**src/include/mon_consts.svh**
```systemverilog
`ifndef MON_CONSTS_SVH
`define MON_CONSTS_SVH

// word address bits per ram, 256 words each
`define MON_AWIDTH 8

// host opcode bytes, ascii letters
`define MON_OP_WADR   8'h61
`define MON_OP_WDAT   8'h77
`define MON_OP_IADR   8'h69
`define MON_OP_IDAT   8'h6a
`define MON_OP_RSTART 8'h73
`define MON_OP_REND   8'h65
`define MON_OP_PSTART 8'h70
`define MON_OP_PEND   8'h71
`define MON_OP_STOP   8'h78
`define MON_OP_CLEAR  8'h63
`define MON_OP_PC     8'h67

// cycles from data ram read strobe to read valid
`define MON_DRAM_LAT 2

`endif
```
**src/verilog/mon_pkg.sv**
```systemverilog
package mon_pkg;

	typedef logic [7:0] byte_t;
	typedef logic [31:0] word_t;
	// word address, byte address bits 31..2
	typedef logic [29:0] wadr_t;
	typedef logic [63:0] resp_t;
	typedef logic [127:0] line_t;
	// set bit keeps its byte unchanged
	typedef logic [15:0] mask_t;

	// one strobe per host command
	typedef struct packed {
		logic wadr_set;
		logic wdat_en;
		logic iadr_set;
		logic idat_en;
		logic rstart_set;
		logic rend_set;
		logic pstart_set;
		logic pend_set;
		logic stop;
		logic clear;
		logic pc_print;
	} mon_cmd_t;

	typedef enum logic [2:0] {IDLE, IRD1, IRD2, DWAIT, DFULL, SWAIT} dump_state_t;

endpackage

```
**src/verilog/mon_mem_access.sv**
```systemverilog
`timescale 1ns/1ns
`include "mon_consts.svh"

module mon_mem_access (
	input  logic                   clk,
	input  logic                   rst_n,
	input  mon_pkg::mon_cmd_t       i_cmd,
	input  mon_pkg::word_t          i_arg,
	input  logic                   i_pc_sel,
	input  mon_pkg::word_t          i_pc_data,
	output logic [`MON_AWIDTH-1:0] o_iram_radr,
	input  mon_pkg::word_t          i_iram_rdata,
	output logic [`MON_AWIDTH-1:0] o_iram_wadr,
	output mon_pkg::word_t          o_iram_wdata,
	output logic                   o_iram_wen,
	output mon_pkg::wadr_t          o_dram_radr,
	output logic                   o_dram_rd,
	input  mon_pkg::line_t          i_dram_rdata,
	input  logic                   i_dram_valid,
	output mon_pkg::wadr_t          o_dram_wadr,
	output mon_pkg::line_t          o_dram_wdata,
	output mon_pkg::mask_t          o_dram_mask,
	output logic                   o_dram_wen,
	output logic                   o_snd_start,
	output mon_pkg::resp_t          o_snd_data,
	input  logic                   i_snd_done,
	output logic                   o_dumping,
	output logic                   o_clearing
);
	import mon_pkg::*;

	dump_state_t dump_state;
	dump_state_t next_state;
	wadr_t cmd_wadr;
	wadr_t rd_end;
	// extra top bit keeps the end compare safe at wrap
	logic [30:0] rd_adr;
	logic [30:0] iram_radr_w;
	logic dump_end;
	logic iram_step;
	logic line_cap;
	logic snd_wait;
	logic snd_wait_q;
	// top bit is the clear busy flag
	logic [`MON_AWIDTH:0] clr_cnt;
	wadr_t wr_adr;
	word_t wr_word;
	word_t data_0;
	word_t data_1;

	// write address shared by both rams
	always_ff @(posedge clk or negedge rst_n) begin
		if (!rst_n)
			cmd_wadr <= '0;
		else if (i_cmd.wadr_set || i_cmd.iadr_set)
			cmd_wadr <= i_arg[31:2];
		else if (i_cmd.wdat_en || i_cmd.idat_en)
			cmd_wadr <= cmd_wadr + 30'd1;
	end

	// clear overrides the command write path
	assign wr_adr = o_clearing ? {{(30-`MON_AWIDTH){1'b0}}, clr_cnt[`MON_AWIDTH-1:0]} : cmd_wadr;
	assign wr_word = o_clearing ? '0 : i_arg;
	assign o_iram_wadr = wr_adr[`MON_AWIDTH-1:0];
	assign o_iram_wdata = wr_word;
	assign o_iram_wen = i_cmd.idat_en | o_clearing;
	// line aligned with only the addressed lane open
	assign o_dram_wadr = {wr_adr[29:2], 2'b00};
	assign o_dram_wdata = {4{wr_word}};
	assign o_dram_mask = ~(mask_t'(16'h000f) << {wr_adr[1:0], 2'b00});
	assign o_dram_wen = i_cmd.wdat_en | o_clearing;

	always_ff @(posedge clk or negedge rst_n) begin
		if (!rst_n)
			rd_adr <= '0;
		else if (i_cmd.rstart_set || i_cmd.pstart_set)
			rd_adr <= {1'b0, i_arg[31:2]};
		else if (line_cap)
			rd_adr <= rd_adr + 31'd2;
		else if (iram_step)
			rd_adr <= rd_adr + 31'd1;
	end

	always_ff @(posedge clk or negedge rst_n) begin
		if (!rst_n)
			rd_end <= '0;
		else if (i_cmd.rend_set || i_cmd.pend_set)
			rd_end <= i_arg[31:2];
	end

	assign dump_end = (rd_adr >= {1'b0, rd_end});
	assign iram_step = (dump_state == IRD1) || (dump_state == IRD2);
	// look one word ahead so the registered read lines up with ird1/ird2
	assign iram_radr_w = iram_step ? rd_adr + 31'd1 : rd_adr;
	assign o_iram_radr = iram_radr_w[`MON_AWIDTH-1:0];
	assign o_dram_radr = {rd_adr[29:2], 2'b00};

	always_comb begin
		next_state = dump_state;
		case (dump_state)
			IDLE: begin
				if (i_cmd.pend_set)
					next_state = IRD1;
				else if (i_cmd.rend_set)
					next_state = DWAIT;
				else if (i_cmd.pc_print)
					next_state = SWAIT;
			end
			IRD1: next_state = i_cmd.stop ? IDLE : IRD2;
			IRD2: next_state = i_cmd.stop ? IDLE : SWAIT;
			DWAIT: begin
				if (i_cmd.stop)
					next_state = IDLE;
				else if (i_dram_valid)
					next_state = DFULL;
			end
			DFULL: begin
				if (i_cmd.stop)
					next_state = IDLE;
				else if (i_snd_done)
					next_state = dump_end ? IDLE : DWAIT;
			end
			SWAIT: begin
				if (i_cmd.stop)
					next_state = IDLE;
				else if (i_snd_done)
					next_state = (i_pc_sel || dump_end) ? IDLE : IRD1;
			end
			default: next_state = IDLE;
		endcase
	end

	always_ff @(posedge clk or negedge rst_n) begin
		if (!rst_n)
			dump_state <= IDLE;
		else
			dump_state <= next_state;
	end

	// read strobe on the way into dwait
	assign o_dram_rd = (next_state == DWAIT) && (dump_state != DWAIT);
	assign line_cap = (dump_state == DWAIT) && i_dram_valid;
	assign o_dumping = (dump_state != IDLE);

	// word pair picked by byte address bit 3
	always_ff @(posedge clk) begin
		if (dump_state == IRD1)
			data_0 <= i_iram_rdata;
		else if (line_cap)
			data_0 <= rd_adr[1] ? i_dram_rdata[95:64] : i_dram_rdata[31:0];
		if (dump_state == IRD2)
			data_1 <= i_iram_rdata;
		else if (line_cap)
			data_1 <= rd_adr[1] ? i_dram_rdata[127:96] : i_dram_rdata[63:32];
	end

	assign o_snd_data = i_pc_sel ? {32'd0, i_pc_data} : {data_1, data_0};

	// start pulse on entry to a send wait state
	assign snd_wait = (dump_state == SWAIT) || (dump_state == DFULL);

	always_ff @(posedge clk or negedge rst_n) begin
		if (!rst_n)
			snd_wait_q <= 1'b0;
		else
			snd_wait_q <= snd_wait;
	end

	assign o_snd_start = snd_wait && !snd_wait_q;

	// 256 cycles of zero writes
	always_ff @(posedge clk or negedge rst_n) begin
		if (!rst_n)
			clr_cnt <= '0;
		else if (i_cmd.clear)
			clr_cnt <= {1'b1, {`MON_AWIDTH{1'b0}}};
		else if (o_clearing)
			clr_cnt <= clr_cnt + (`MON_AWIDTH+1)'(1);
	end

	assign o_clearing = clr_cnt[`MON_AWIDTH];

	// a done in the start cycle would belong to an older response
	a_start_not_done: assert property (@(posedge clk) disable iff (!rst_n)
		o_snd_start |-> !i_snd_done);
	a_no_wr_overlap: assert property (@(posedge clk) disable iff (!rst_n)
		(o_clearing || o_dumping) |-> !(i_cmd.wdat_en || i_cmd.idat_en));

endmodule

```
**config.mk**
```make
export PLATFORM = sky130hd
export DESIGN_NAME = mon_mem_access
export DESIGN_NICKNAME = d
export VERILOG_FILES = /design/src/verilog/mon_pkg.sv /design/src/verilog/mon_mem_access.sv
export VERILOG_INCLUDE_DIRS = /design/src /design/src/include
export SDC_FILE = /design/constraint.sdc
export NUM_CORES = 1
export LEC_CHECK = 0
export ABC_CLOCK_PERIOD_IN_PS = 3000
export BUFFER_PORTS_ARGS = -buffer_cell sky130_fd_sc_hd__buf_4
export CORE_AREA = 2 2 215 217
export CTS_BUF_LIST = sky130_fd_sc_hd__clkbuf_8
export CTS_CLUSTER_SIZE = 25
export DETAILED_ROUTE_END_ITERATION = 10
export DIE_AREA = 0 0 217 219
export PLACE_DENSITY = 0.57
export SLEW_MARGIN = 5
export SYNTH_ARGS = -nofsm -noshare
export SYNTH_HDL_FRONTEND = slang
export SYNTH_SLANG_ARGS = --single-unit
```
**constraint.sdc**
```tcl
create_clock -name clk -period 3 [get_ports clk]
set_input_delay 0.45 -clock clk [delete_from_list [all_inputs] [get_ports clk]]
set_output_delay 0.45 -clock clk [all_outputs]
set_load 0.005 [all_outputs]
```
==> metrics <==
Fin. Hold Viols=0; Worst-Margin Slew=between 1 and 1.5 ns; commonest cells after routing, fill and taps aside=587 x buf_4, 133 x nand2_1, 99 x o21ai_0, 99 x dfrtp_1, 83 x nor2b_1; Area Overhead vs Synth=33.86%; worst hold slack=0.1522 ns; Worst EP required=2.55 ns; Slew HR=27.01%; cell count after synthesis=1,352; RSZ-0062 raised after global routing=true; Startpoint Class=flip-flop; Site Rows=78; Num CTS Buffers=17; Min-Delay Path Class=input pin to flip-flop; antenna violations before repair=9; status=finished, final reports clean; largest net degree at the start of global routing=slightly below 80; Initial Util=27.02%; Sw Ratio=38.35%; Crit. End Element=output port; Port Buffers=557; total overflow reported by the global router=0; clk sink count=between 150 and 200; core area=between 40,000 and 50,000 sq um; DR pass1 iterations=5; final worst path period share=97.41%; switching power total=3.452 mW; setup tns final=0 ns; LEAKAGE=7.331 nW; sequential share of the synthesized area=37.13%; mapped cell area=roughly 12,000 sq um; # nets final=1,991; P_int=~5.6 mW; post-synthesis adder-cell area fraction=3.491%; proportion of synthesized area in mux cells=11.95%; Ports=roughly 560; routed vias/inst=4.700; asr flop ratio synth=61.90%; first-pass GRT wire length=around 66,000 um; CP max FO=3; Slew Limit Fails=0; hpwl dp=around 38,000 um; Final min period=around 2.9 ns; WL/cell=19.95 um; post-route insts no fill=2,333; Clk pwr share=18.8%; Post-synth EDFFs=64; clock-pin slew on the worst setup and hold paths=0.11 ns; Residual DRC=0; Die Wd=217 um; Power Dens Cells=roughly 550 nW/um^2; RePlAce Congestion=0.8751; commonest non-fill, non-tap cell in the layout=buf_4; DP Cell Count=between 2k and 2.5k; Post-Synth XOR/XNOR Area=3.943%; largest family of logic cells by synthesized area=simple AND/OR/NAND/NOR gates; fmax=342.2 MHz; Skew-Pair Late Insertion Delay=0.52 ns; pre-CTS WS=0.3228 ns; Clock Path Buffers=2; die height=219 um; Yosys cell types=62; # H-tree levels=4; Global Route Usage Sum=between 10% and 20%; compound-gate portion of the synthesized area=~10%; Final WS setup=0.07775 ns; DRT Wirelength=46,530 um; crit path DAT=2.47 ns; Synthesis Warnings=0; sequential share of power=between 30% and 40%; clk root buf=clkbuf_8; final setup fails=0; max-cap viol count=0; top_reg_cell synth=dfrtp_1; layout cells sized above 1=41.27%; antenna-violating nets left=0; vias=~11k; crit path kind=flip-flop to output port; Post-Route Skew=approximately 0.024 ns; simple-gate share of the synthesized area=18.78%; die area=between 40,000 and 50,000 sq um; combinational share of power=42.5%; CTS tree=built; maximum VDD drop=around 290 uV; Yosys reg bits=168; initial drt markers=610; Avg Cell Area, Syn=between 9 and 10 sq um; vias in the first global route=10.47k
[worst paths after layout]
| kind | from | endpoint | slack [ns] | depth (start not counted) |
|---|---|---|---|---|
| max reg2reg | rd_adr[7]$_DFF_PN0_ | rd_adr[21]$_DFFE_PN0P_ | 0.59 | 5 |
| min reg2reg | rd_end[3]$_DFFE_PN0P_ | rd_end[3]$_DFFE_PN0P_ | 0.51 | 1 |
| max | rd_adr[0]$_DFFE_PN0P_ | o_dram_rd | 0.08 | 8 |
| min | i_cmd[2] | dump_state[2]$_DFF_PN0_ | 0.15 | 2 |
| max in group asynchronous | rst_n | clr_cnt[8]$_DFF_PN0_ | 1.77 | 3 |
| min in group asynchronous | rst_n | rd_end[29]$_DFFE_PN0P_ | 0.41 | 2 |
[logic make-up after synthesis]
kind of cell	after synthesis
compound gates	215
xor+xnor	54
flops	168
other cells	1
fa+ha+maj	34
buf+inv	291
mux	137
simple gates	452
[routing by layer]
layer	part of all wire [%]	GRT usage, %	vias to the layer above
met2	52	34.41	495
met1	37	20.83	5133
li1	-	-	5269
met5	0.080	0	-
met4	3.2	7.078	6
met3	7.8	5.267	63
[power groups by stage]
stage	Clock (mW)	Combinational (mW)	Sequential (mW)
after detailed placement	0	3.88	3.55
final	1.69	3.83	3.49
after floorplan	0	2.13	3.39
after global routing	1.84	4.20	3.56
after global placement	0	3.85	3.52
after CTS	1.76	3.90	3.50
[layout make-up]
class                      instances  area, sq um
multi-input combinational        896         5978
timing repair buffer             592         4497
inverter                          42        157.7
tap                              600        750.7
antenna                            3        7.507
clock buffer                      17        234.0
clock inverter                    15        151.4
sequential                       168         4533
fill                            4653        28780
[critical path, stage by stage (launching register included)]
cell	delay, ns
dfrtp_1	0.39
inv_1	0.11
ha_1	0.23
nand2b_1	0.15
a2111o_1	0.40
o2111ai_1	0.16
a31oi_4	0.16
o21bai_2	0.22
buf_4	0.14
[cells in the mapped netlist, types with 23 or more instances]
master | count | share of area [%]
mux2i_1 | 69 | 5.7
nand4_1 | 23 | 1.2
xnor2_1 | 40 | 2.9
dfrtp_1 | 104 | 21
mux2_2 | 68 | 6.3
edfxtp_1 | 64 | 16
ha_1 | 34 | 3.5
o21ai_0 | 99 | 4.1
nor2_1 | 81 | 2.5
clkbuf_1 | 55 | 1.7
nand3_1 | 37 | 1.5
buf_4 | 180 | 11
inv_1 | 42 | 1.3
a21oi_1 | 62 | 2.5
nor2b_1 | 83 | 4.3
nand2_1 | 133 | 4.1
[repair_timing]
| item | 4_1_cts | 5_1_grt |
|---|---|---|
| pin swaps | 1 | 4 |
| endpoints found under the setup margin | 2 | 2 |
| buffers inserted | 1 | 0 |
| hold endpoints to repair | 27 | 0 |
| hold buffers | 1 | 0 |
| resized for setup | 6 | 3 |
[per-stage QoR]
step	area (sq um)	utilization, %	total power [mW]
detailed placement	15850	35.16	7.426
finish	16310	36.17	9.002
floorplan	12200	-	5.520
global placement	15850	35.16	7.370
global route	16310	36.17	9.597
CTS	16290	36.12	9.157
[registers in the layout (all words and copies together), names as in the netlist]
name	flops
dump_state	3
clr_cnt	9
data_1	32
data_0	32
rd_adr	31
snd_wait_q	1
cmd_wadr	30
rd_end	30
No activity file was read; power rests on OpenSTA's default activity.
