===== config.mk =====
export PLATFORM = sky130hd
export DESIGN_NAME = mon_resp_sender
export DESIGN_NICKNAME = d
export VERILOG_FILES = /design/src/include/mon_consts.svh /design/src/verilog/mon_pkg.sv /design/src/verilog/mon_resp_sender.sv
export SDC_FILE = /design/constraint.sdc
export NUM_CORES = 1
export LEC_CHECK = 0
export ABC_AREA = 1
export BUFFER_PORTS_ARGS = -buffer_cell sky130_fd_sc_hd__buf_2
export CORE_MARGIN = 4
export CORE_UTILIZATION = 47
export DETAILED_ROUTE_END_ITERATION = 8
export PLACE_DENSITY_LB_ADDON = 0.08
export SLEW_MARGIN = 20
export SYNTH_ARGS = -nofsm -noshare
export SYNTH_HDL_FRONTEND = slang
export SYNTH_SLANG_ARGS = --single-unit

===== constraint.sdc =====
create_clock -name clk -period 2.29 [get_ports clk]
set_input_delay 0.458 -clock clk [delete_from_list [all_inputs] [get_ports clk]]
set_output_delay 0.458 -clock clk [all_outputs]
set_load 0.02 [all_outputs]

===== src/include/mon_consts.svh =====
`ifndef MON_CONSTS_SVH
`define MON_CONSTS_SVH

// word address bits per ram, 256 words each
`define MON_AWIDTH 8

// host opcode bytes, ascii letters
`define MON_OP_WADR   8'h61
`define MON_OP_WDAT   8'h77
`define MON_OP_IADR   8'h69
`define MON_OP_IDAT   8'h6a
`define MON_OP_RSTART 8'h73
`define MON_OP_REND   8'h65
`define MON_OP_PSTART 8'h70
`define MON_OP_PEND   8'h71
`define MON_OP_STOP   8'h78
`define MON_OP_CLEAR  8'h63
`define MON_OP_PC     8'h67

// cycles from data ram read strobe to read valid
`define MON_DRAM_LAT 2

`endif

===== src/verilog/mon_pkg.sv =====
package mon_pkg;

	typedef logic [7:0] byte_t;
	typedef logic [31:0] word_t;
	// word address, byte address bits 31..2
	typedef logic [29:0] wadr_t;
	typedef logic [63:0] resp_t;
	typedef logic [127:0] line_t;
	// set bit keeps its byte unchanged
	typedef logic [15:0] mask_t;

	// one strobe per host command
	typedef struct packed {
		logic wadr_set;
		logic wdat_en;
		logic iadr_set;
		logic idat_en;
		logic rstart_set;
		logic rend_set;
		logic pstart_set;
		logic pend_set;
		logic stop;
		logic clear;
		logic pc_print;
	} mon_cmd_t;

	typedef enum logic [2:0] {IDLE, IRD1, IRD2, DWAIT, DFULL, SWAIT} dump_state_t;

endpackage


===== src/verilog/mon_resp_sender.sv =====
`timescale 1ns/1ns

module mon_resp_sender (
	input  logic          clk,
	input  logic          rst_n,
	input  logic          i_start,
	input  mon_pkg::resp_t i_data,
	input  logic          i_tx_ready,
	output mon_pkg::byte_t o_tx_byte,
	output logic          o_tx_valid,
	output logic          o_done
);
	import mon_pkg::*;

	resp_t shift_q;
	// bytes already accepted
	logic [2:0] byte_cnt;
	logic accept;

	assign accept = o_tx_valid && i_tx_ready;
	// lsb first
	assign o_tx_byte = shift_q[7:0];

	always_ff @(posedge clk or negedge rst_n) begin
		if (!rst_n) begin
			o_tx_valid <= 1'b0;
			byte_cnt <= 3'd0;
			o_done <= 1'b0;
		end else begin
			o_done <= accept && (byte_cnt == 3'd7);
			if (i_start) begin
				o_tx_valid <= 1'b1;
				byte_cnt <= 3'd0;
			end else if (accept) begin
				byte_cnt <= byte_cnt + 3'd1;
				if (byte_cnt == 3'd7)
					o_tx_valid <= 1'b0;
			end
		end
	end

	// byte held while ready is low
	always_ff @(posedge clk) begin
		if (i_start)
			shift_q <= i_data;
		else if (accept)
			shift_q <= {8'h00, shift_q[63:8]};
	end

	a_start_idle: assert property (@(posedge clk) disable iff (!rst_n) i_start |-> !o_tx_valid);

endmodule


==> results of run 1 <==
==> routing by layer <==
layer	global-route usage, %	vias to the layer above
li1	-	1077
met3	4.421	8
met1	17.20	903
met2	25.82	57
met4	7.005	0
met5	0	-
==> cell usage after synthesis, drive strengths merged <==
cell,n
ha,2
nand3,4
nor2,3
inv,12
nand2,186
dfrtp,5
edfxtp,64
buf,22
==> critical path: cells and delay by family (launching register included) <==
| family | cells | cell delay (ps) |
|---|---|---|
| buf+inv | 1 | 290 |
| flops | 1 | 380 |
| simple gates | 2 | 430 |
==> path summary, 6_finish.rpt <==
path                                    end         from  cells past startpoint
worst max-delay path            shift_q[43]   o_tx_valid                      3
worst min-delay path            shift_q[57]   i_data[57]                      3
worst max register to register  shift_q[43]   o_tx_valid                      3
worst min register to register  shift_q[24]  shift_q[32]                      2
max in group asynchronous       byte_cnt[1]        rst_n                      2
min in group asynchronous            o_done        rst_n                      2
==> logic make-up (layout without fill, tap and decap cells) <==
kind of cell               count (synthesis)  after routing
adders and majority gates                  2              2
and+or+nand+nor                          193            193
DFF                                       69             69
buffers and inverters                     34            109
==> state kept, by name (all words and copies together), names as in the netlist <==
signal      cells
o_tx_valid      1
o_done          1
byte_cnt        3
shift_q        64
==> area by class of cell <==
type	count	area share, %
Clock buffer	10	3.583
Clock inverter	6	1.510
Sequential cell	69	57.46
Inverter	12	1.335
Multi-Input combinational cell	195	21.39
Tap cell	75	2.634
Timing Repair Buffer	81	12.08
==> power by group through the flow <==
stage               Sequential, uW  Combinational (uW)  Clock, uW
finish                        1550                 272        921
global route                  1570                 316       1020
CTS                           1560                 278        948
detailed placement            1580                 275          0
global placement              1580                 267          0
floorplan                     1580                 197          0
==> stage by stage <==
stage / hold slack, ps / area (um2) / cells / utilization [%] / worst slack, ps
finish: 374.4 / 3562 / 448 / 58.77 / 836.2
global route: 370.3 / 3562 / 448 / 58.77 / 731.9
CTS: 361.6 / 3562 / 448 / 58.77 / 820.6
detailed placement: 282.9 / 3371 / 431 / 55.62 / 653.7
global placement: 282.1 / 3371 / 431 / 55.62 / 661.4
floorplan: 162.4 / 3022 / 298 / - / 451.2
==> qor.log, run 1 <==
[logic_synthesis] basic-gate share of the synthesized area counting and, or, nand and nor cells 24.16%
[timing] slew of the pin with the lowest slew margin 641.4 ps
[die] Std-Cell Core Area 6061 um2
[detailed_routing] total vias in the final route 2045
[timing] Tmin final 1454 ps
[clocking] Gates resized, CTS repair 0
[clocking] Sinks on Clock Net 69
[grt] number of global-route vias before repair 2050
[pwr] power dissipated by switching net loads 623.2 uW
[run_status] run status complete, no violations
[die] Core Rows 28
[detailed_routing] per-cell via count in the routed design 4.565
[detailed_routing] Met3 Routed Length 412 um
[logic_synthesis] number of warnings printed during yosys synthesis 0
[grt] wire length of the first global-routing pass 8728 um
[clocking] Clk Latency, worst-skew pair 330 ps
[setup_path] critical path start-end classification flip-flop to flip-flop
[die] full die area 7770 um2
[layout] leading cell type in the layout, fill and taps excluded nand2_1
[die] initial core utilization 49.81%
[clocking] clock buffers created by TritonCTS 9
[pwr] portion of total power attributed to the clock network 33.5%
[logic_synthesis] share of Yosys cell area claimed by the top area cell type 63.66%
[pwr] leakage power total 0.001819 uW
[timing] maximum operating frequency 687.9 MHz
[timing] skew final 6.205 ps
[logic_synthesis] multiplexer share of the synthesized area 0%
[logic_synthesis] sequential-to-total area share from yosys stat 67.80%
[logic_synthesis] synthesized area per cell 10.13 um2
[layout] signed area change from the synthesized netlist to the final layout 17.99%
[die] number of top-level design ports 78
[detailed_routing] first-pass iteration count of the detailed router 4
[logic_synthesis] Synth Area in Compound Gates 0%
[clocking] Post-CTS Setup Bufs 0
[detailed_routing] average wire length per cell after detail routing 11.73 um
[logic_synthesis] Synth area leaders edfxtp_1 64%, nand2_1 23%, dfrtp_1 4.1%, buf_4 3.5%, buf_6 1.5%
[setup_path] type of element launching the critical path flip-flop
[logic_synthesis] register bit total from synthesis 69
[pwr] maximum ir drop on the vdd rail 0.3997 mV
[detailed_routing] top routing layer used met4
[timing] Final setup viols 0
[clocking] clock slew at reported path FFs 70 ps
[layout] combined area of the multi-input logic cells 762.0 um2
[setup_path] Max FO, Critical Path 47
[logic_synthesis] most area-hungry cell type in the Yosys netlist edfxtp_1
[grt] Tot GR Track Use 15.00%
[pwr] power consumption 2747 uW
[clocking] largest buffer count on any clock path 2
[grt] remaining global-route overflow 0
[place] final estimated routing congestion in global placement 0.7023
[timing] Pins Over Slew Limit 0
[detailed_routing] drt initial violations 138
[die] height of the die 88.15 um
[pwr] portion of total power attributed to sequential cells 56.6%
[layout] Sequential cell area 2047 um2
[logic_synthesis] xor/xnor cell area share of the yosys netlist 0%
[setup_path] Max stage delay on crit path 380 ps
[pwr] P_int 2124 uW
[timing] Total Negative Setup Slacks 0 ps
[setup_path] CP max stage cell dfrtp_1
[clocking] cell chosen for the clock root clkbuf_8
[timing] number of endpoints with negative hold slack in the final report 0
[detailed_routing] post-detailed-route count of antenna-violating nets 0
[grt] antenna violations before repair 0
[layout] highest-count cells in the layout ignoring fill and taps 185 x nand2_1, 77 x buf_2, 64 x edfxtp_1
[layout] antenna cells 0
[timing] ratio of final minimum period to clock period 63.48%
[worst_hold_path] worst hold-check path type input pin to flip-flop
[layout] Layout Nets 438
[logic_synthesis] fraction of the mapped netlist area in adder cells 0.8288%
[timing] RSZ-0062 raised after global routing no
[pwr] Logic pwr share 9.9%
[grt] pin count of the biggest net entering global routing 68
[die] Die X-Extent 88.15 um
[logic_synthesis] post-synthesis cell area 3019 um2
[timing] max_slew headroom 57.24%
[layout] fraction of layout instances using a drive strength above 1 25.74%
[place] # port buffers 77
[detailed_routing] met2 routed WL 2558 um
[layout] FILL cells 547
[logic_synthesis] combinational family with the most area after synthesis simple AND/OR/NAND/NOR gates
[setup_path] endpoint required time on the critical path 2300 ps
[setup_path] type of destination of the critical path flip-flop
[setup_path] Crit path arrival time 1470 ps
[logic_synthesis] library cells used by synthesis 11
[setup_path] Cell Chain, Critical Path nand2_1 > nand2_4 > buf_12
[clocking] count of hold buffers inserted by post-cts repair 1
[clocking] maximum level of the CTS H-tree 3
[detailed_routing] DRT met1 WL 2212 um
[logic_synthesis] nets in the synthesized netlist 368
[detailed_routing] overall routed net length 5257 um
[job] max capacitance violation total 0
[pwr] Pwr per Cell Area 771.3 nW/um2
[detailed_routing] drt drc 0
[clocking] clock tree from TritonCTS built
[logic_synthesis] Synth Instances 298
[setup_path] worst-case register-to-register setup slack 840 ps
[pwr] share of total power consumed by net switching 22.68%
[place] Post-DP HPWL 3260 um
No activity file was read; power rests on OpenSTA's default activity.
==> run 2, diff against run 1 <==
ABC_AREA = 0   (was 1)
clock period = 1.32 ns   (was 2.29 ns; I/O delays follow)
==> run 2 against run 1 <==
Sequential share of layout area decreased by 1.2 points; critical path type is now flip-flop to output pin; wire length down 8.6%; count of clock-buffer cells in the layout increased by 2; largest power group unchanged; non-clock buffer count increased by 8; clock skew fell by 2.0 ps.
==> qor.log, run 2 <==
[pwr] Pwr per Cell Area 1252 nW/um2 [was 771.3 nW/um2]
[logic_synthesis] number of warnings printed during yosys synthesis 0 [unchanged]
[run_status] run status complete, no violations [unchanged]
[worst_hold_path] Hold Path Origin i_data[63] [was i_data[57]]
[timing] max_slew headroom 83.01% [was 57.24%]
[logic_synthesis] library cells used by synthesis 16 [was 11]
[logic_synthesis] number of enable flip-flop cells after synthesis 64 [unchanged]
[logic_synthesis] most area-hungry cell type in the Yosys netlist edfxtp_1 [unchanged]
[logic_synthesis] sequential-to-total area share from yosys stat 68.45% [was 67.80%]
[grt] met3 demand-to-capacity share in global routing 5.927% [was 4.421%]
[setup_path] endpoint required time on the critical path 1060 ps [was 2300 ps]
[timing] Final setup viols 0 [unchanged]
[detailed_routing] post-detailed-route count of antenna-violating nets 0 [unchanged]
[grt] Tot GR Track Use 13.22% [was 15.00%]
[layout] post-route cell area 3640 um2 [was 3562 um2]
[layout] Sequential cell area 2048 um2 [was 2047 um2]
[setup_path] Crit path arrival time 1010 ps [was 1470 ps]
[layout] leading cell type in the layout, fill and taps excluded buf_2 [was nand2_1]
[logic_synthesis] share of Yosys cell area claimed by the top area cell type 64.27% [was 63.66%]
[die] number of top-level design ports 78 [unchanged]
[grt] antenna violations before repair 0 [unchanged]
[logic_synthesis] synthesized area per cell 18.12 um2 [was 10.13 um2]
[timing] skew final 4.207 ps [was 6.205 ps]
[setup_path] Cell Chain, Critical Path buf_6 > buf_4 [was nand2_1 > nand2_4 > buf_12]
[logic_synthesis] post-synthesis cell area 2990 um2 [was 3019 um2]
[layout] antenna cells 0 [unchanged]
[timing] slew of the pin with the lowest slew margin 254.9 ps [was 641.4 ps]
[grt] wire length of the first global-routing pass 7493 um [was 8728 um]
[grt] pin count of the biggest net entering global routing 37 [was 68]
[logic_synthesis] Synth Instances 165 [was 298]
[grt] met1 Usage GRT 13.62% [was 17.20%]
[place] final estimated routing congestion in global placement 0.7591 [was 0.7023]
[timing] worst hold slack 212.7 ps [was 374.4 ps]
[setup_path] CP max stage cell dfrtp_2 [was dfrtp_1]
[worst_hold_path] worst hold-check path type input pin to flip-flop [unchanged]
[clocking] Clk Latency, worst-skew pair 330 ps [about the same]
[timing] number of endpoints with negative hold slack in the final report 0 [unchanged]
[grt] highest-utilization routing layer at the global route stage met2 [unchanged]
[logic_synthesis] commonest cells in the synthesized netlist 64 x edfxtp_1, 57 x mux2_2, 9 x and2_1, 9 x buf_4, 7 x buf_6 [was 186 x nand2_1, 64 x edfxtp_1, 14 x buf_4]
[logic_synthesis] register bit total from synthesis 69 [unchanged]
[die] initial core utilization 49.34% [was 49.81%]
[setup_path] worst-case register-to-register setup slack 50 ps [was 840 ps]
[detailed_routing] drt initial violations 48 [was 138]
[logic_synthesis] Synth area leaders edfxtp_1 64%, mux2_2 21%, dfrtp_1 4.2%, buf_6 2.6%, buf_4 2.3% [was edfxtp_1 64%, nand2_1 23%, dfrtp_1 4.1%, buf_4 3.5%, buf_6 1.5%]
[place] Placed Cells 310 [was 431]
[detailed_routing] drt drc 0 [unchanged]
[die] full die area 7703 um2 [was 7770 um2]
[setup_path] Max stage delay on crit path 410 ps [was 380 ps]
[clocking] Sinks on Clock Net 69 [unchanged]
[die] Core Rows 28 [unchanged]
[logic_synthesis] nets in the synthesized netlist 235 [was 368]
[worst_hold_path] hold worst-path end shift_q[63] [was shift_q[57]]
[place] placement-stage cell area 3460 um2 [was 3371 um2]
[setup_path] type of element launching the critical path flip-flop [unchanged]
[layout] signed area change from the synthesized netlist to the final layout 21.72% [was 17.99%]
[clocking] maximum level of the CTS H-tree 3 [unchanged]
[layout] flip-flop count of the largest register after layout 64 [unchanged]
[grt] number of global-route vias before repair 1731 [was 2050]
[detailed_routing] per-cell via count in the routed design 4.890 [was 4.565]
[setup_path] worst reg2reg path depth 3 [unchanged]
[timing] Total Negative Setup Slacks 0 ps [unchanged]
[layout] non-filler cells in the finished layout 328 [was 448]
[setup_path] type of destination of the critical path output pin [was flip-flop]
[timing] ratio of final minimum period to clock period 96.25%
[logic_synthesis] share of synthesized flip-flops with an asynchronous set or reset 7.246% [unchanged]
[place] # port buffers 77 [unchanged]
[pwr] leakage power total 0.001487 uW [was 0.001819 uW]
[logic_synthesis] Main synth FF type edfxtp_1 [unchanged]
[timing] Pins Over Slew Limit 0 [unchanged]
[clocking] clock tree from TritonCTS built [unchanged]
[grt] met2 usage in global routing 23.08% [was 25.82%]
[layout] FILL cells 478 [was 547]
[die] Die X-Extent 87.77 um [was 88.15 um]
[grt] remaining global-route overflow 0 [unchanged]
[pwr] maximum ir drop on the vdd rail 0.5583 mV [was 0.3997 mV]
[setup_path] CP Buf/Inv Count 2 [was 1]
[detailed_routing] total vias in the final route 1604 [was 2045]
[clocking] clock buffers created by TritonCTS 9 [unchanged]
[die] height of the die 87.77 um [was 88.15 um]
[worst_hold_path] worst hold stages 2 [was 3]
[clocking] largest buffer count on any clock path 2 [unchanged]
[layout] top register by number of flip-flops shift_q [unchanged]
[layout] Largest regs shift_q (64), byte_cnt (3) [unchanged]
[timing] maximum operating frequency 787.1 MHz
[layout] fraction of layout instances using a drive strength above 1 63.64% [was 25.74%]
[layout] combined area of the multi-input logic cells 802.0 um2 [was 762.0 um2]
[clocking] cell chosen for the clock root clkbuf_8 [unchanged]
[detailed_routing] overall routed net length 4803 um [was 5257 um]
[pwr] power consumption 4556 uW [was 2747 uW]
[setup_path] endpoint of the most critical register-to-register path shift_q[12] [was shift_q[43]]
[setup_path] critical path start-end classification flip-flop to output pin [was flip-flop to flip-flop]
[setup_path] largest delay contributor family on the critical path flip-flops [was simple AND/OR/NAND/NOR gates]
[job] max capacitance violation total 0 [unchanged]
[detailed_routing] first-pass iteration count of the detailed router 4 [unchanged]
[setup_path] Max FO, Critical Path 5 [was 47]
[timing] Tmin final 1271 ps
[setup_path] origin of the critical flop-to-flop path o_tx_valid [unchanged]
[die] Std-Cell Core Area 6061 um2 [unchanged]
[layout] Layout Nets 319 [was 438]
[detailed_routing] average wire length per cell after detail routing 14.64 um [was 11.73 um]
[place] Post-DP HPWL 3487 um [was 3260 um]
[clocking] clock slew at reported path FFs 70 ps [about the same]
[layout] highest-count cells in the layout ignoring fill and taps 76 x buf_2, 64 x edfxtp_1, 57 x mux2_2 [was 185 x nand2_1, 77 x buf_2, 64 x edfxtp_1]
[logic_synthesis] dominant cell by count in the synthesized netlist edfxtp_1 [was nand2_1]
-- run 2: cell types whose count changed in the layout (fill, tap and decap cells not counted), moves of 4 or more --
| cell | previous run | this run |
|---|---|---|
| inv_1 | 11 | 0 |
| mux2_2 | 0 | 57 |
| and2_1 | 0 | 8 |
| buf_12 | 1 | 5 |
| nand2_1 | 185 | 1 |
| buf_4 | 2 | 6 |
-- run 2: worst register-to-register path, stage by stage, from the launching register on --
cell	delay, ps
dfrtp_2	410
and2_4	160
or2_4	250
buf_12	190
-- run 2: power breakdown --
part | internal (uW) | leakage [uW] | switching, uW | total [uW]
sequential | 2640 | 0.000723 | 49.4 | 2690
combinational | 292 | 0.000687 | 205 | 497
clock | 661 | 0.0000776 | 705 | 1370
-- run 2: what timing repair did --
item / CTS / global route
hold endpoints to repair: 5 / 0
endpoints found under the setup margin: 0 / 1
resized for setup: 0 / 2
setup buffers: 0 / 2
hold buffers: 1 / 0
-- run 2: layer usage --
metal  routed length, um  share of wire [%]
met5                   0                  0
met2                2517                 52
met1                1768                 37
met3                 460                9.6
met4                  57                1.2
-- run 2: logic make-up (layout without fill, tap and decap cells) --
family / Yosys count / in the layout / share of synthesized area (%)
flip-flops: 69 / 69 / 68.45
buffers and inverters: 16 / 104 / 4.895
AO/OA/AOI/OAI: 5 / 5 / 1.255
AND/OR/NAND/NOR: 16 / 16 / 3.096
multiplexers: 57 / 57 / 21.46
adder cells (fa/ha/maj): 2 / 2 / 0.8367
-- run 2: final cells by class --
type,instances,area share (%)
clock buffers,12,3.713
clock inverters,3,0.3781
multi-input cells,80,22.04
flip-flops and latches,69,56.27
well taps,75,2.578
repair buffers,89,15.02
-- run 2: stage by stage --
stage	utilization, %	worst slack (ps)
global placement	57.08	19.89
global route	60.05	-1.849
floorplan	-	-213.1
CTS	59.70	1.458
detailed placement	57.08	-20.32
finish	60.05	49.48
-- run 2: worst max path at each step --
| stage | start | endpoint | slack [ps] | cells after the start |
|---|---|---|---|---|
| 6_report | o_tx_valid | o_tx_valid | 50 | 2 |
| 5_1_grt | o_tx_valid | o_tx_valid | -2 | 2 |
| 4_1_cts | o_tx_valid | o_tx_valid | 1 | 2 |
| 3_5_place_dp | i_start | shift_q[22] | -20 | 3 |
| 3_3_place_gp | i_start | shift_q[2] | 20 | 3 |
| 2_1_floorplan | o_tx_valid | shift_q[0] | -210 | 2 |
