==> config.mk <==
export PLATFORM = sky130hd
export DESIGN_NAME = mon_cmd_decoder
export DESIGN_NICKNAME = d
export VERILOG_FILES = /design/src/verilog/mon_pkg.sv /design/src/verilog/mon_cmd_decoder.sv
export VERILOG_INCLUDE_DIRS = /design/src /design/src/include
export SDC_FILE = /design/constraint.sdc
export NUM_CORES = 1
export LEC_CHECK = 0
export ABC_AREA = 1
export BUFFER_PORTS_ARGS = -buffer_cell sky130_fd_sc_hd__buf_2
export CORE_MARGIN = 2
export CORE_UTILIZATION = 53
export CTS_CLUSTER_DIAMETER = 100
export DETAILED_ROUTE_END_ITERATION = 16
export GPL_TIMING_DRIVEN = 0
export PLACE_DENSITY_LB_ADDON = 0.2
export SLEW_MARGIN = 30
export SYNTH_ARGS = -nofsm -noshare
export SYNTH_HDL_FRONTEND = slang
export SYNTH_SLANG_ARGS = --single-unit
==> constraint.sdc <==
create_clock -name clk -period 4.6 [get_ports clk]
set_input_delay 0 -clock clk [delete_from_list [all_inputs] [get_ports clk]]
set_output_delay 0 -clock clk [all_outputs]
set_load 0.03 [all_outputs]
==> src/include/mon_consts.svh <==
`ifndef MON_CONSTS_SVH
`define MON_CONSTS_SVH

// word address bits per ram, 256 words each
`define MON_AWIDTH 8

// host opcode bytes, ascii letters
`define MON_OP_WADR   8'h61
`define MON_OP_WDAT   8'h77
`define MON_OP_IADR   8'h69
`define MON_OP_IDAT   8'h6a
`define MON_OP_RSTART 8'h73
`define MON_OP_REND   8'h65
`define MON_OP_PSTART 8'h70
`define MON_OP_PEND   8'h71
`define MON_OP_STOP   8'h78
`define MON_OP_CLEAR  8'h63
`define MON_OP_PC     8'h67

// cycles from data ram read strobe to read valid
`define MON_DRAM_LAT 2

`endif
==> src/verilog/mon_pkg.sv <==
package mon_pkg;

	typedef logic [7:0] byte_t;
	typedef logic [31:0] word_t;
	// word address, byte address bits 31..2
	typedef logic [29:0] wadr_t;
	typedef logic [63:0] resp_t;
	typedef logic [127:0] line_t;
	// set bit keeps its byte unchanged
	typedef logic [15:0] mask_t;

	// one strobe per host command
	typedef struct packed {
		logic wadr_set;
		logic wdat_en;
		logic iadr_set;
		logic idat_en;
		logic rstart_set;
		logic rend_set;
		logic pstart_set;
		logic pend_set;
		logic stop;
		logic clear;
		logic pc_print;
	} mon_cmd_t;

	typedef enum logic [2:0] {IDLE, IRD1, IRD2, DWAIT, DFULL, SWAIT} dump_state_t;

endpackage

==> src/verilog/mon_cmd_decoder.sv <==
`timescale 1ns/1ns
`include "mon_consts.svh"

module mon_cmd_decoder (
	input  logic             clk,
	input  logic             rst_n,
	input  mon_pkg::byte_t    i_rx_byte,
	input  logic             i_rx_valid,
	output mon_pkg::mon_cmd_t o_cmd,
	output mon_pkg::word_t    o_arg,
	output logic             o_pc_sel
);
	import mon_pkg::*;

	byte_t opcode;
	// argument bytes still expected
	logic [2:0] byte_cnt;
	word_t arg_shift;
	byte_t done_op;
	mon_cmd_t cmd_dec;
	logic op_phase;
	logic arg_phase;
	logic single_op;
	logic arg_start;
	logic cmd_done;

	assign op_phase = i_rx_valid && (byte_cnt == 3'd0);
	assign arg_phase = i_rx_valid && (byte_cnt != 3'd0);
	// opcode of the command that may finish this cycle
	assign done_op = op_phase ? i_rx_byte : opcode;

	always_comb begin
		cmd_dec = '0;
		case (done_op)
			`MON_OP_WADR:   cmd_dec.wadr_set = 1'b1;
			`MON_OP_WDAT:   cmd_dec.wdat_en = 1'b1;
			`MON_OP_IADR:   cmd_dec.iadr_set = 1'b1;
			`MON_OP_IDAT:   cmd_dec.idat_en = 1'b1;
			`MON_OP_RSTART: cmd_dec.rstart_set = 1'b1;
			`MON_OP_REND:   cmd_dec.rend_set = 1'b1;
			`MON_OP_PSTART: cmd_dec.pstart_set = 1'b1;
			`MON_OP_PEND:   cmd_dec.pend_set = 1'b1;
			`MON_OP_STOP:   cmd_dec.stop = 1'b1;
			`MON_OP_CLEAR:  cmd_dec.clear = 1'b1;
			`MON_OP_PC:     cmd_dec.pc_print = 1'b1;
			default:        cmd_dec = '0;
		endcase
	end

	// c g x carry no argument
	assign single_op = cmd_dec.stop | cmd_dec.clear | cmd_dec.pc_print;
	// unknown bytes fall through and are dropped
	assign arg_start = op_phase && (|cmd_dec) && !single_op;
	assign cmd_done = (op_phase && single_op) || (arg_phase && (byte_cnt == 3'd1));

	always_ff @(posedge clk or negedge rst_n) begin
		if (!rst_n) begin
			opcode <= '0;
			byte_cnt <= 3'd0;
			o_cmd <= '0;
			o_pc_sel <= 1'b0;
		end else begin
			o_cmd <= cmd_done ? cmd_dec : '0;
			if (arg_start) begin
				opcode <= i_rx_byte;
				byte_cnt <= 3'd4;
			end else if (arg_phase) begin
				byte_cnt <= byte_cnt - 3'd1;
			end
			// pc print select, dropped again by any dump range command
			if (cmd_done && cmd_dec.pc_print)
				o_pc_sel <= 1'b1;
			else if (cmd_done && (cmd_dec.pstart_set || cmd_dec.pend_set ||
					cmd_dec.rstart_set || cmd_dec.rend_set))
				o_pc_sel <= 1'b0;
		end
	end

	// msb first, argument word held until the next command completes
	always_ff @(posedge clk) begin
		if (arg_phase)
			arg_shift <= {arg_shift[23:0], i_rx_byte};
		if (arg_phase && (byte_cnt == 3'd1))
			o_arg <= {arg_shift[23:0], i_rx_byte};
	end

	a_one_strobe: assert property (@(posedge clk) disable iff (!rst_n) $onehot0(o_cmd));

endmodule

==> impl_metrics.csv, run 1 <==
group,metric,value,unit
run_status,status,"finished clean",
timing,drv_slew,0,
grt,grt_max_degree,33,
synth,syn-num-nets,243,
cts,cts_tree,"built",
power_and_ir_drop,seq_power_share,0.513,
grt,grt_pass1_wl,8180,um
critical_path,cp.depth,8,
synth,ys_ff_latch,79,
hold_path,hp-class,"input pin to asynchronous set/reset pin",
critical_path,critPathCaptureType,"flop",
critical_path,crit_family,"buffers and inverters",
cts,post_cts_buffers,0,
power_and_ir_drop,internal_power,1260,uW
grt,groute.usage.overall,0.172,
synth,synth_edf_count,56,
critical_path,crit_buf_inv,4,
timing,period_minus_slack,2.81,ns
synth,syn_area_per_cell,13.8,sq um
power_and_ir_drop,p_leak,0.00177,uW
final_layout,fin_nets,317,
synth,ys_warn_count,0,
synth,syn-cell-area,0.00316,sq mm
floorplanning,dieArea,0.00659,sq mm
critical_path,r2r_cells,8,
power_and_ir_drop,p_comb_frac,0.195,
route,drc,0,
grt,overflow,0,
final_layout,final_cell_mix,"edfxtp_1, buf_2, nand2_1",
timing,setup_tns,0,ns
floorplanning,die_w,81.2,um
route,drtPass1Iterations,4,
synth,ys_types,28,
timing,rsz0062_at_grt,"false",
timing,fmax,356,MHz
timing,whs,0.153,ns
cts,numCtsBuffers,9,
final_layout,syn_to_final_growth,20.9,%
placement,routabilityCongestion,0.847,
final_layout,drive_gt1_frac,0.383,
final_layout,nFillCells,438,
timing,setup_ws,1.79,ns
timing,clock_skew,0.00756,ns
route,routed_wl,5130,um
timing,setup_viol,0,
route,vias,1815,
placement,pre_cts_ws,1.75,ns
power_and_ir_drop,peakVddDrop,0.000215,V
cts,htree_levels,3,
timing,finalHoldViolCount,0,
timing,slew_headroom,0.553,
synth,synth_ff_type,"edfxtp_1",
critical_path,critPathSlowestCell,"inv_2",
synth,yosysSeqAreaShare,0.715,
floorplanning,start_util,0.540,
power_and_ir_drop,finalPower,1790,uW
cts,cts_root_buf,"clkbuf_8",
route,routed_via_density,4.74,
final_layout,layout_commonest_cell,"edfxtp_1",
critical_path,cp_max_fo,32,
timing,period_share,0.610,
critical_path,cp_slowest_stage_delay,0.60,ns
floorplanning,rows,28,
route,drt_iter0_drc,67,
floorplanning,dieHeight,81.2,um
cts,cts_num_sinks,79,
floorplanning,io_pins,55,
power_and_ir_drop,p_clk_frac,0.292,
final_layout,fin_util,0.652,
cts,clk_latency,0.34,ns
cts,clkTransAtPathRegs,0.08,ns
critical_path,worstPathArrival,2.78,ns
critical_path,cp.required,4.58,ns
power_and_ir_drop,switchingPower,529,uW
final_layout,antenna_cells,0,
critical_path,path_class,"flop to flop",
synth,syn_inst,229,
placement,io_buffers,54,
cts,cts.path.max_buffers,2,
critical_path,crit_chain,"inv_1 > ha_1 > buf_4 > nand2_1 > nand2_1 > inv_2 > nand3_2 > inv_2",
synth,async_flop_share,0.291,
placement,dp_hpwl,3470,um
floorplanning,coreArea,0.00585,sq mm
route,drtAntennaViolNets,0,
grt,grt_pass1_vias,1708,
timing,tightest_slew,0.669,ns
job,max-cap-violations,0,
power_and_ir_drop,powerDensity,468,mW/mm^2
critical_path,critPathLaunchType,"flop",
grt,grt_antenna_before_repair,0,
power_and_ir_drop,swShare,0.296,
route,routedWlPerCell,13.4,um
[synth_stat cells, types with 2 or more instances]
cell type,instances,area share
nor2_1,7,0.0083
nand2_1,46,0.055
inv_1,20,0.024
xor2_1,2,0.0055
nor2_2,4,0.0079
a21oi_1,7,0.011
buf_4,2,0.0048
dfrtp_1,23,0.18
nand4_1,9,0.018
nor2_8,2,0.013
nand3_1,7,0.011
nor2_4,2,0.0071
nand2_4,8,0.029
edfxtp_1,56,0.53
nand3_4,2,0.011
ha_1,3,0.012
inv_2,4,0.0048
nand2_2,15,0.030
[cell families (layout without fill, tap and decap cells)]
group / after synthesis / in the layout / share of synthesized area
AOI/OAI and AO/OA: 10 / 10 / 0.0178
and+or+nand+nor: 106 / 106 / 0.204
DFF: 79 / 79 / 0.715
buffers and inverters: 29 / 108 / 0.0460
xor gates and xnor gates: 2 / 2 / 0.00555
adders and majority gates: 3 / 3 / 0.0119
[metal layers]
layer  wire (um)  track usage
met1        2380        0.231
met2        2440        0.260
met3         229       0.0567
met4          91       0.0678
met5           0            0
[layout make-up]
cell class | count | area, sq um | area share
inverters | 25 | 96.3 | 0.0252
flip-flops and latches | 79 | 2260 | 0.591
multi-input cells | 121 | 754 | 0.198
repair buffers | 63 | 360 | 0.0944
plain buffers | 4 | 48.8 | 0.0128
clock inverters | 6 | 67.6 | 0.0177
well taps | 75 | 93.8 | 0.0246
clock buffers | 10 | 138 | 0.0361
[power groups by stage]
stage,Sequential [uW],Combinational [uW],Clock (uW)
2_1_floorplan,980,209,0
3_3_place_gp,926,338,0
3_5_place_dp,931,346,0
4_1_cts,916,352,531
5_1_grt,927,385,561
6_report,916,348,522
[metrics by stage]
stage                     cell area (sq um)  instances
after global routing                   3820        383
after CTS                              3820        383
final                                  3820        383
after detailed placement               3520        358
after global placement                 3520        358
after floorplan                        3160        229
[sequential cells by signal (all words and copies together), names as in the netlist]
register / flops
o_arg: 32
arg_shift: 24
o_cmd: 11
opcode: 8
byte_cnt: 3
o_pc_sel: 1
[path summary, 6_finish.rpt]
| check | startpoint | to | slack [ns] |
|---|---|---|---|
| max in group asynchronous | rst_n | byte_cnt[2] | 4.09 |
| hold reg to reg | arg_shift[23] | o_arg[31] | 0.43 |
| setup / recovery | byte_cnt[0] | o_arg[19] | 1.79 |
| hold / removal | rst_n | o_cmd[6] | 0.15 |
| min in group clk | i_rx_valid | o_cmd[8] | 0.20 |
| setup reg to reg | byte_cnt[0] | o_arg[19] | 1.79 |
[repair_timing]
action	in CTS	in global routing
hold endpoints to repair	44	0
resized for setup	0	0
hold buffers	9	0
Power figures use the tool's default switching activity.
==> run 2, diff against run 1 <==
--- a/config.mk
+++ b/config.mk
@@ -6,7 +6,7 @@
 export SDC_FILE = /design/constraint.sdc
 export NUM_CORES = 1
 export LEC_CHECK = 0
-export ABC_AREA = 1
+export ABC_AREA = 0
 export BUFFER_PORTS_ARGS = -buffer_cell sky130_fd_sc_hd__buf_2
 export CORE_MARGIN = 2
 export CORE_UTILIZATION = 53
==> constraint.sdc (replaced) <==
create_clock -name clk -period 2.8 [get_ports clk]
set_input_delay 0 -clock clk [delete_from_list [all_inputs] [get_ports clk]]
set_output_delay 0 -clock clk [all_outputs]
set_load 0.03 [all_outputs]
==> impl_metrics.csv, run 2 <==
group,metric,value,unit
placement,dpl.cell_count,318,
synth,yosysSeqAreaShare,0.753,
synth,ys_warn_count,0,
final_layout,fin_util,0.677,
route,drc,0,
cts,numCtsBuffers,9,
final_layout,finish.instance_area,0.00370,sq mm
synth,async_flop_share,0.291,
timing,fmax,435,MHz
grt,grt_pass1_vias,1686,
timing,clock_skew,0.00621,ns
critical_path,cp_max_fo,10,
timing,period_share,0.821,
critical_path,reg2reg_slack,0.50,ns
synth,syn_area_per_cell,15.8,sq um
placement,postPlaceCellArea,0.00342,sq mm
final_layout,instances_no_fill,343,
final_layout,fin_nets,280,
timing,setup_ws,0.502,ns
placement,dp_hpwl,3600,um
critical_path,worstPathArrival,2.52,ns
grt,met2_usage,0.268,
timing,rsz0062_at_grt,"false",
timing,tightest_slew,0.518,ns
floorplanning,die_w,79.2,um
power_and_ir_drop,peakVddDrop,0.000480,V
synth,syn-cell-area,0.00300,sq mm
critical_path,path_class,"flop to flop",
final_layout,largest_reg_flops,32,
floorplanning,coreArea,0.00547,sq mm
timing,setup_viol,0,
power_and_ir_drop,p_leak,0.00150,uW
cts,clk_latency,0.34,ns
synth,synth_edf_count,56,
power_and_ir_drop,powerDensity,727,mW/mm^2
timing,slew_headroom,0.650,
floorplanning,dieHeight,79.2,um
synth,ys_ff_latch,79,
floorplanning,start_util,0.548,
hold_path,hp-class,"input pin to flop",
synth,syn-num-nets,204,
final_layout,syn_to_final_growth,23.6,%
critical_path,critPathLaunchType,"flop",
placement,pre_cts_ws,0.533,ns
critical_path,critPathCaptureType,"flop",
final_layout,largest_registers,"o_arg (32), arg_shift (24), o_cmd (11)",
grt,grt_max_degree,24,
cts,cts_resized,0,
grt,met3_usage,0.0591,
cts,cts.path.max_buffers,2,
synth,synth_most_common_cell,"edfxtp_1",
route,drt_iter0_drc,139,
job,max-cap-violations,0,
grt,grt_antenna_before_repair,0,
final_layout,drive_gt1_frac,0.328,
final_layout,layout_commonest_cell,"edfxtp_1",
cts,htree_levels,3,
floorplanning,dieArea,0.00627,sq mm
placement,routabilityCongestion,0.904,
floorplanning,rows,27,
timing,drv_slew,0,
synth,syn_inst,190,
synth,yosysTopAreaCell,"edfxtp_1",
run_status,status,"finished clean",
grt,overflow,0,
grt,use_met1,0.243,
final_layout,regMostFlops,"o_arg",
route,routedWlPerCell,15.1,um
final_layout,antenna_cells,0,
grt,groute.usage.overall,0.180,
cts,cts_root_buf,"clkbuf_8",
route,routed_wl,5170,um
route,drtAntennaViolNets,0,
cts,clkTransAtPathRegs,0.07,ns
synth,yosys-top-cells-count,"edfxtp_1, dfrtp_1, nor2_1",
route,drtPass1Iterations,5,
floorplanning,io_pins,55,
power_and_ir_drop,finalPower,2690,uW
cts,cts_tree,"built",
grt,grt_pass1_wl,8230,um
grt,busiest_layer,"met2",
route,vias,1800,
placement,io_buffers,54,
synth,ys_top_cells_by_area,"edfxtp_1, dfrtp_1, nor2_1",
critical_path,cp.required,3.03,ns
timing,period_minus_slack,2.30,ns
route,routed_via_density,5.25,
synth,synth_top_area_share,0.561,
timing,finalHoldViolCount,0,
final_layout,final_cell_mix,"edfxtp_1, buf_2, dfrtp_1",
cts,cts_num_sinks,79,
synth,synth_ff_type,"edfxtp_1",
synth,ys_types,49,
[run 2: through the flow]
step	TNS, ns	hold WS, ns
CTS	0	0.0614
finish	0	0.0810
detailed placement	0	0.0141
global placement	-7.54	-0.00399
floorplan	0	-0.296
global route	0	0.0671
[run 2: path summary, 6_finish.rpt]
path,cells past startpoint,to,from
max in group asynchronous,2,opcode[4],rst_n
min reg2reg,0,o_arg[24],arg_shift[16]
min in group asynchronous,2,o_cmd[8],rst_n
min,3,byte_cnt[2],i_rx_valid
max,8,opcode[4],byte_cnt[0]
max reg2reg,8,opcode[4],byte_cnt[0]
[run 2: power breakdown]
part | switching, uW | internal (uW)
sequential | 58.7 | 1430
clock | 385 | 409
combinational | 263 | 149
[run 2: critical path, stage by stage (launching register included)]
cell and delay, ns:
dfrtp_1 0.41, inv_1 0.09, ha_1 0.28, and3b_1 0.31, nand3_1 0.09, a31o_1 0.26
a211oi_4 0.25, buf_6 0.19, mux2_4 0.30
[run 2: cell families (layout without fill, tap and decap cells)]
group                    after synthesis  after routing  share of synthesized area
AO/OA/AOI/OAI                         25             25                     0.0597
XOR/XNOR                               2              2                    0.00585
adder cells (fa/ha/maj)                3              3                     0.0125
buffers and inverters                 12             93                     0.0205
flip-flops                            79             79                      0.753
multiplexers                           5              5                     0.0221
AND/OR/NAND/NOR                       64             64                      0.126
[run 2: routing by layer]
layer	up-vias	share of wire
met5	-	0
met4	0	0.023
met3	13	0.059
met2	60	0.49
met1	867	0.43
li1	860	-
[run 2: repair_timing]
item,4_1_cts,5_1_grt
hold endpoints to repair,39,0
hold buffers,9,0
setup buffers,0,0
[run 2: area by class of cell]
class | count | area (sq um)
clock buffer | 10 | 128
inverter | 6 | 22.5
clock inverter | 6 | 61.3
fill | 433 | 1770
sequential | 79 | 2260
buffer | 6 | 38.8
multi-input combinational | 99 | 691
timing repair buffer | 65 | 415
tap | 72 | 90.1
==> run 3, diff against run 2 <==
==> constraint.sdc (replaced) <==
create_clock -name clk -period 2.23 [get_ports clk]
set_input_delay 0 -clock clk [delete_from_list [all_inputs] [get_ports clk]]
set_output_delay 0 -clock clk [all_outputs]
set_load 0.03 [all_outputs]
==> impl_metrics.csv, run 3 (synthesized netlist as in run 2, its figures left out) <==
group,metric,value,unit
run_status,status,"finished clean",
route,routedWlPerCell,14.8,um
placement,io_buffers,54,
timing,finalHoldViolCount,0,
power_and_ir_drop,p_leak,0.00151,uW
critical_path,critPathCaptureType,"flop",
floorplanning,dieHeight,79.2,um
cts,cts_num_sinks,79,
critical_path,crit_chain,"inv_2 > ha_4 > and3b_2 > nand3_1 > a31o_1 > a211oi_4 > buf_6 > mux2_4",
floorplanning,io_pins,55,
final_layout,antenna_cells,0,
critical_path,reg2reg_slack,0.11,ns
job,max-cap-violations,0,
critical_path,crit_family,"compound AO/OA/AOI/OAI gates",
final_layout,regMostFlops,"o_arg",
floorplanning,die_w,79.2,um
critical_path,cp.required,2.46,ns
power_and_ir_drop,powerDensity,947,mW/mm^2
route,routed_via_density,5.18,
final_layout,fin_nets,282,
grt,grt_antenna_before_repair,0,
cts,clk_latency,0.34,ns
route,drtAntennaViolNets,0,
route,drc,0,
cts,cts_tree,"built",
timing,clock_skew,0.00712,ns
route,routed_wl,5110,um
critical_path,path_class,"flop to flop",
timing,fmax,471,MHz
hold_path,hp-class,"input pin to flop",
grt,grt_max_degree,35,
timing,period_minus_slack,2.12,ns
floorplanning,start_util,0.548,
final_layout,largest_registers,"o_arg (32), arg_shift (24), o_cmd (11)",
grt,use_met1,0.244,
final_layout,largest_reg_flops,32,
grt,met3_usage,0.0557,
placement,postPlaceCellArea,0.00340,sq mm
floorplanning,rows,27,
cts,cts_root_buf,"clkbuf_8",
timing,setup_viol,0,
cts,numCtsBuffers,9,
timing,tightest_slew,0.542,ns
grt,met2_usage,0.279,
critical_path,critPathSlowestCell,"dfrtp_1",
critical_path,cp_slowest_stage_delay,0.42,ns
critical_path,crit_buf_inv,2,
timing,slew_headroom,0.634,
final_layout,final_cell_mix,"edfxtp_1, buf_2, dfrtp_1",
critical_path,cp.depth,8,
grt,grt_pass1_wl,8520,um
hold_path,worstHoldPathCells,3,
cts,clkTransAtPathRegs,0.08,ns
final_layout,syn_to_final_growth,25.1,%
floorplanning,coreArea,0.00547,sq mm
power_and_ir_drop,peakVddDrop,0.000726,V
route,drtPass1Iterations,4,
final_layout,drive_gt1_frac,0.348,
floorplanning,dieArea,0.00627,sq mm
timing,period_share,0.952,
grt,overflow,0,
final_layout,fin_util,0.685,
placement,routabilityCongestion,0.890,
critical_path,r2r_cells,8,
placement,dp_hpwl,3560,um
timing,drv_slew,0,
critical_path,critPathLaunchType,"flop",
route,drt_iter0_drc,86,
cts,cts.path.max_buffers,2,
final_layout,finish.instance_area,0.00375,sq mm
grt,groute.usage.overall,0.182,
critical_path,cp_max_fo,7,
timing,whs,0.0825,ns
timing,rsz0062_at_grt,"false",
cts,htree_levels,3,
grt,busiest_layer,"met2",
critical_path,worstPathArrival,2.35,ns
timing,setup_tns,0,ns
final_layout,layout_commonest_cell,"edfxtp_1",
grt,grt_pass1_vias,1715,
route,vias,1788,
==> run 3: cell count changes in the layout (fill, tap and decap cells not counted), moves of 2 or more <==
| cell | previous run | this run |
|---|---|---|
| inv_1 | 6 | 4 |
| buf_4 | 2 | 5 |
| inv_2 | 0 | 2 |
| inv_6 | 0 | 2 |
| clkinv_2 | 3 | 0 |
==> run 3: stage by stage <==
step                power [uW]  worst slack [ns]  std cells
floorplan                 2220             0.201        190
global placement          2350            -0.122        316
detailed placement        2400           -0.0847        317
CTS                       3550            0.0284        342
global route              3710            0.0173        345
finish                    3550             0.106        345
==> run 3: final cells by class <==
cell class              count  area [sq um]
inverters                   6          22.5
repair buffers             67           410
plain buffers               6          38.8
clock buffers              10           128
clock inverters             6          92.6
flip-flops and latches     79          2260
fillers                   410          1730
well taps                  72          90.1
multi-input cells          99           708
==> run 3: report_power, final <==
| part | switching (uW) | leakage [uW] | total [uW] | internal, uW |
|---|---|---|---|---|
| Clock | 498 | 0.000104 | 1140 | 638 |
| Combinational | 341 | 0.000577 | 537 | 196 |
| Sequential | 81.8 | 0.000830 | 1880 | 1790 |
| Total | 921 | 0.00151 | 3550 | 2630 |
==> run 3: worst min-delay path, stage by stage <==
cell     delay, ns
buf_2         0.13
nand3_1       0.19
nor2_1        0.07
==> run 3: timing repair <==
action	in CTS	in global routing
pin swaps	0	2
endpoints found under the hold margin	39	0
hold buffers	9	0
endpoints found under the setup margin	7	4
cloned	0	0
resized for setup	3	3
setup buffers	0	3
==> run 3: final timing paths <==
path,startpoint,endpoint
setup / recovery,byte_cnt[0],opcode[3]
hold / removal,i_rx_valid,o_cmd[10]
setup reg to reg,byte_cnt[0],opcode[3]
hold reg to reg,arg_shift[20],o_arg[28]
max in group asynchronous,rst_n,byte_cnt[1]
min in group asynchronous,rst_n,o_cmd[10]
==> run 3: per-layer routing <==
layer,up-vias,routed length [um]
met4,0,73
met1,846,2210
met3,8,280
met5,-,0
li1,869,-
met2,65,2540
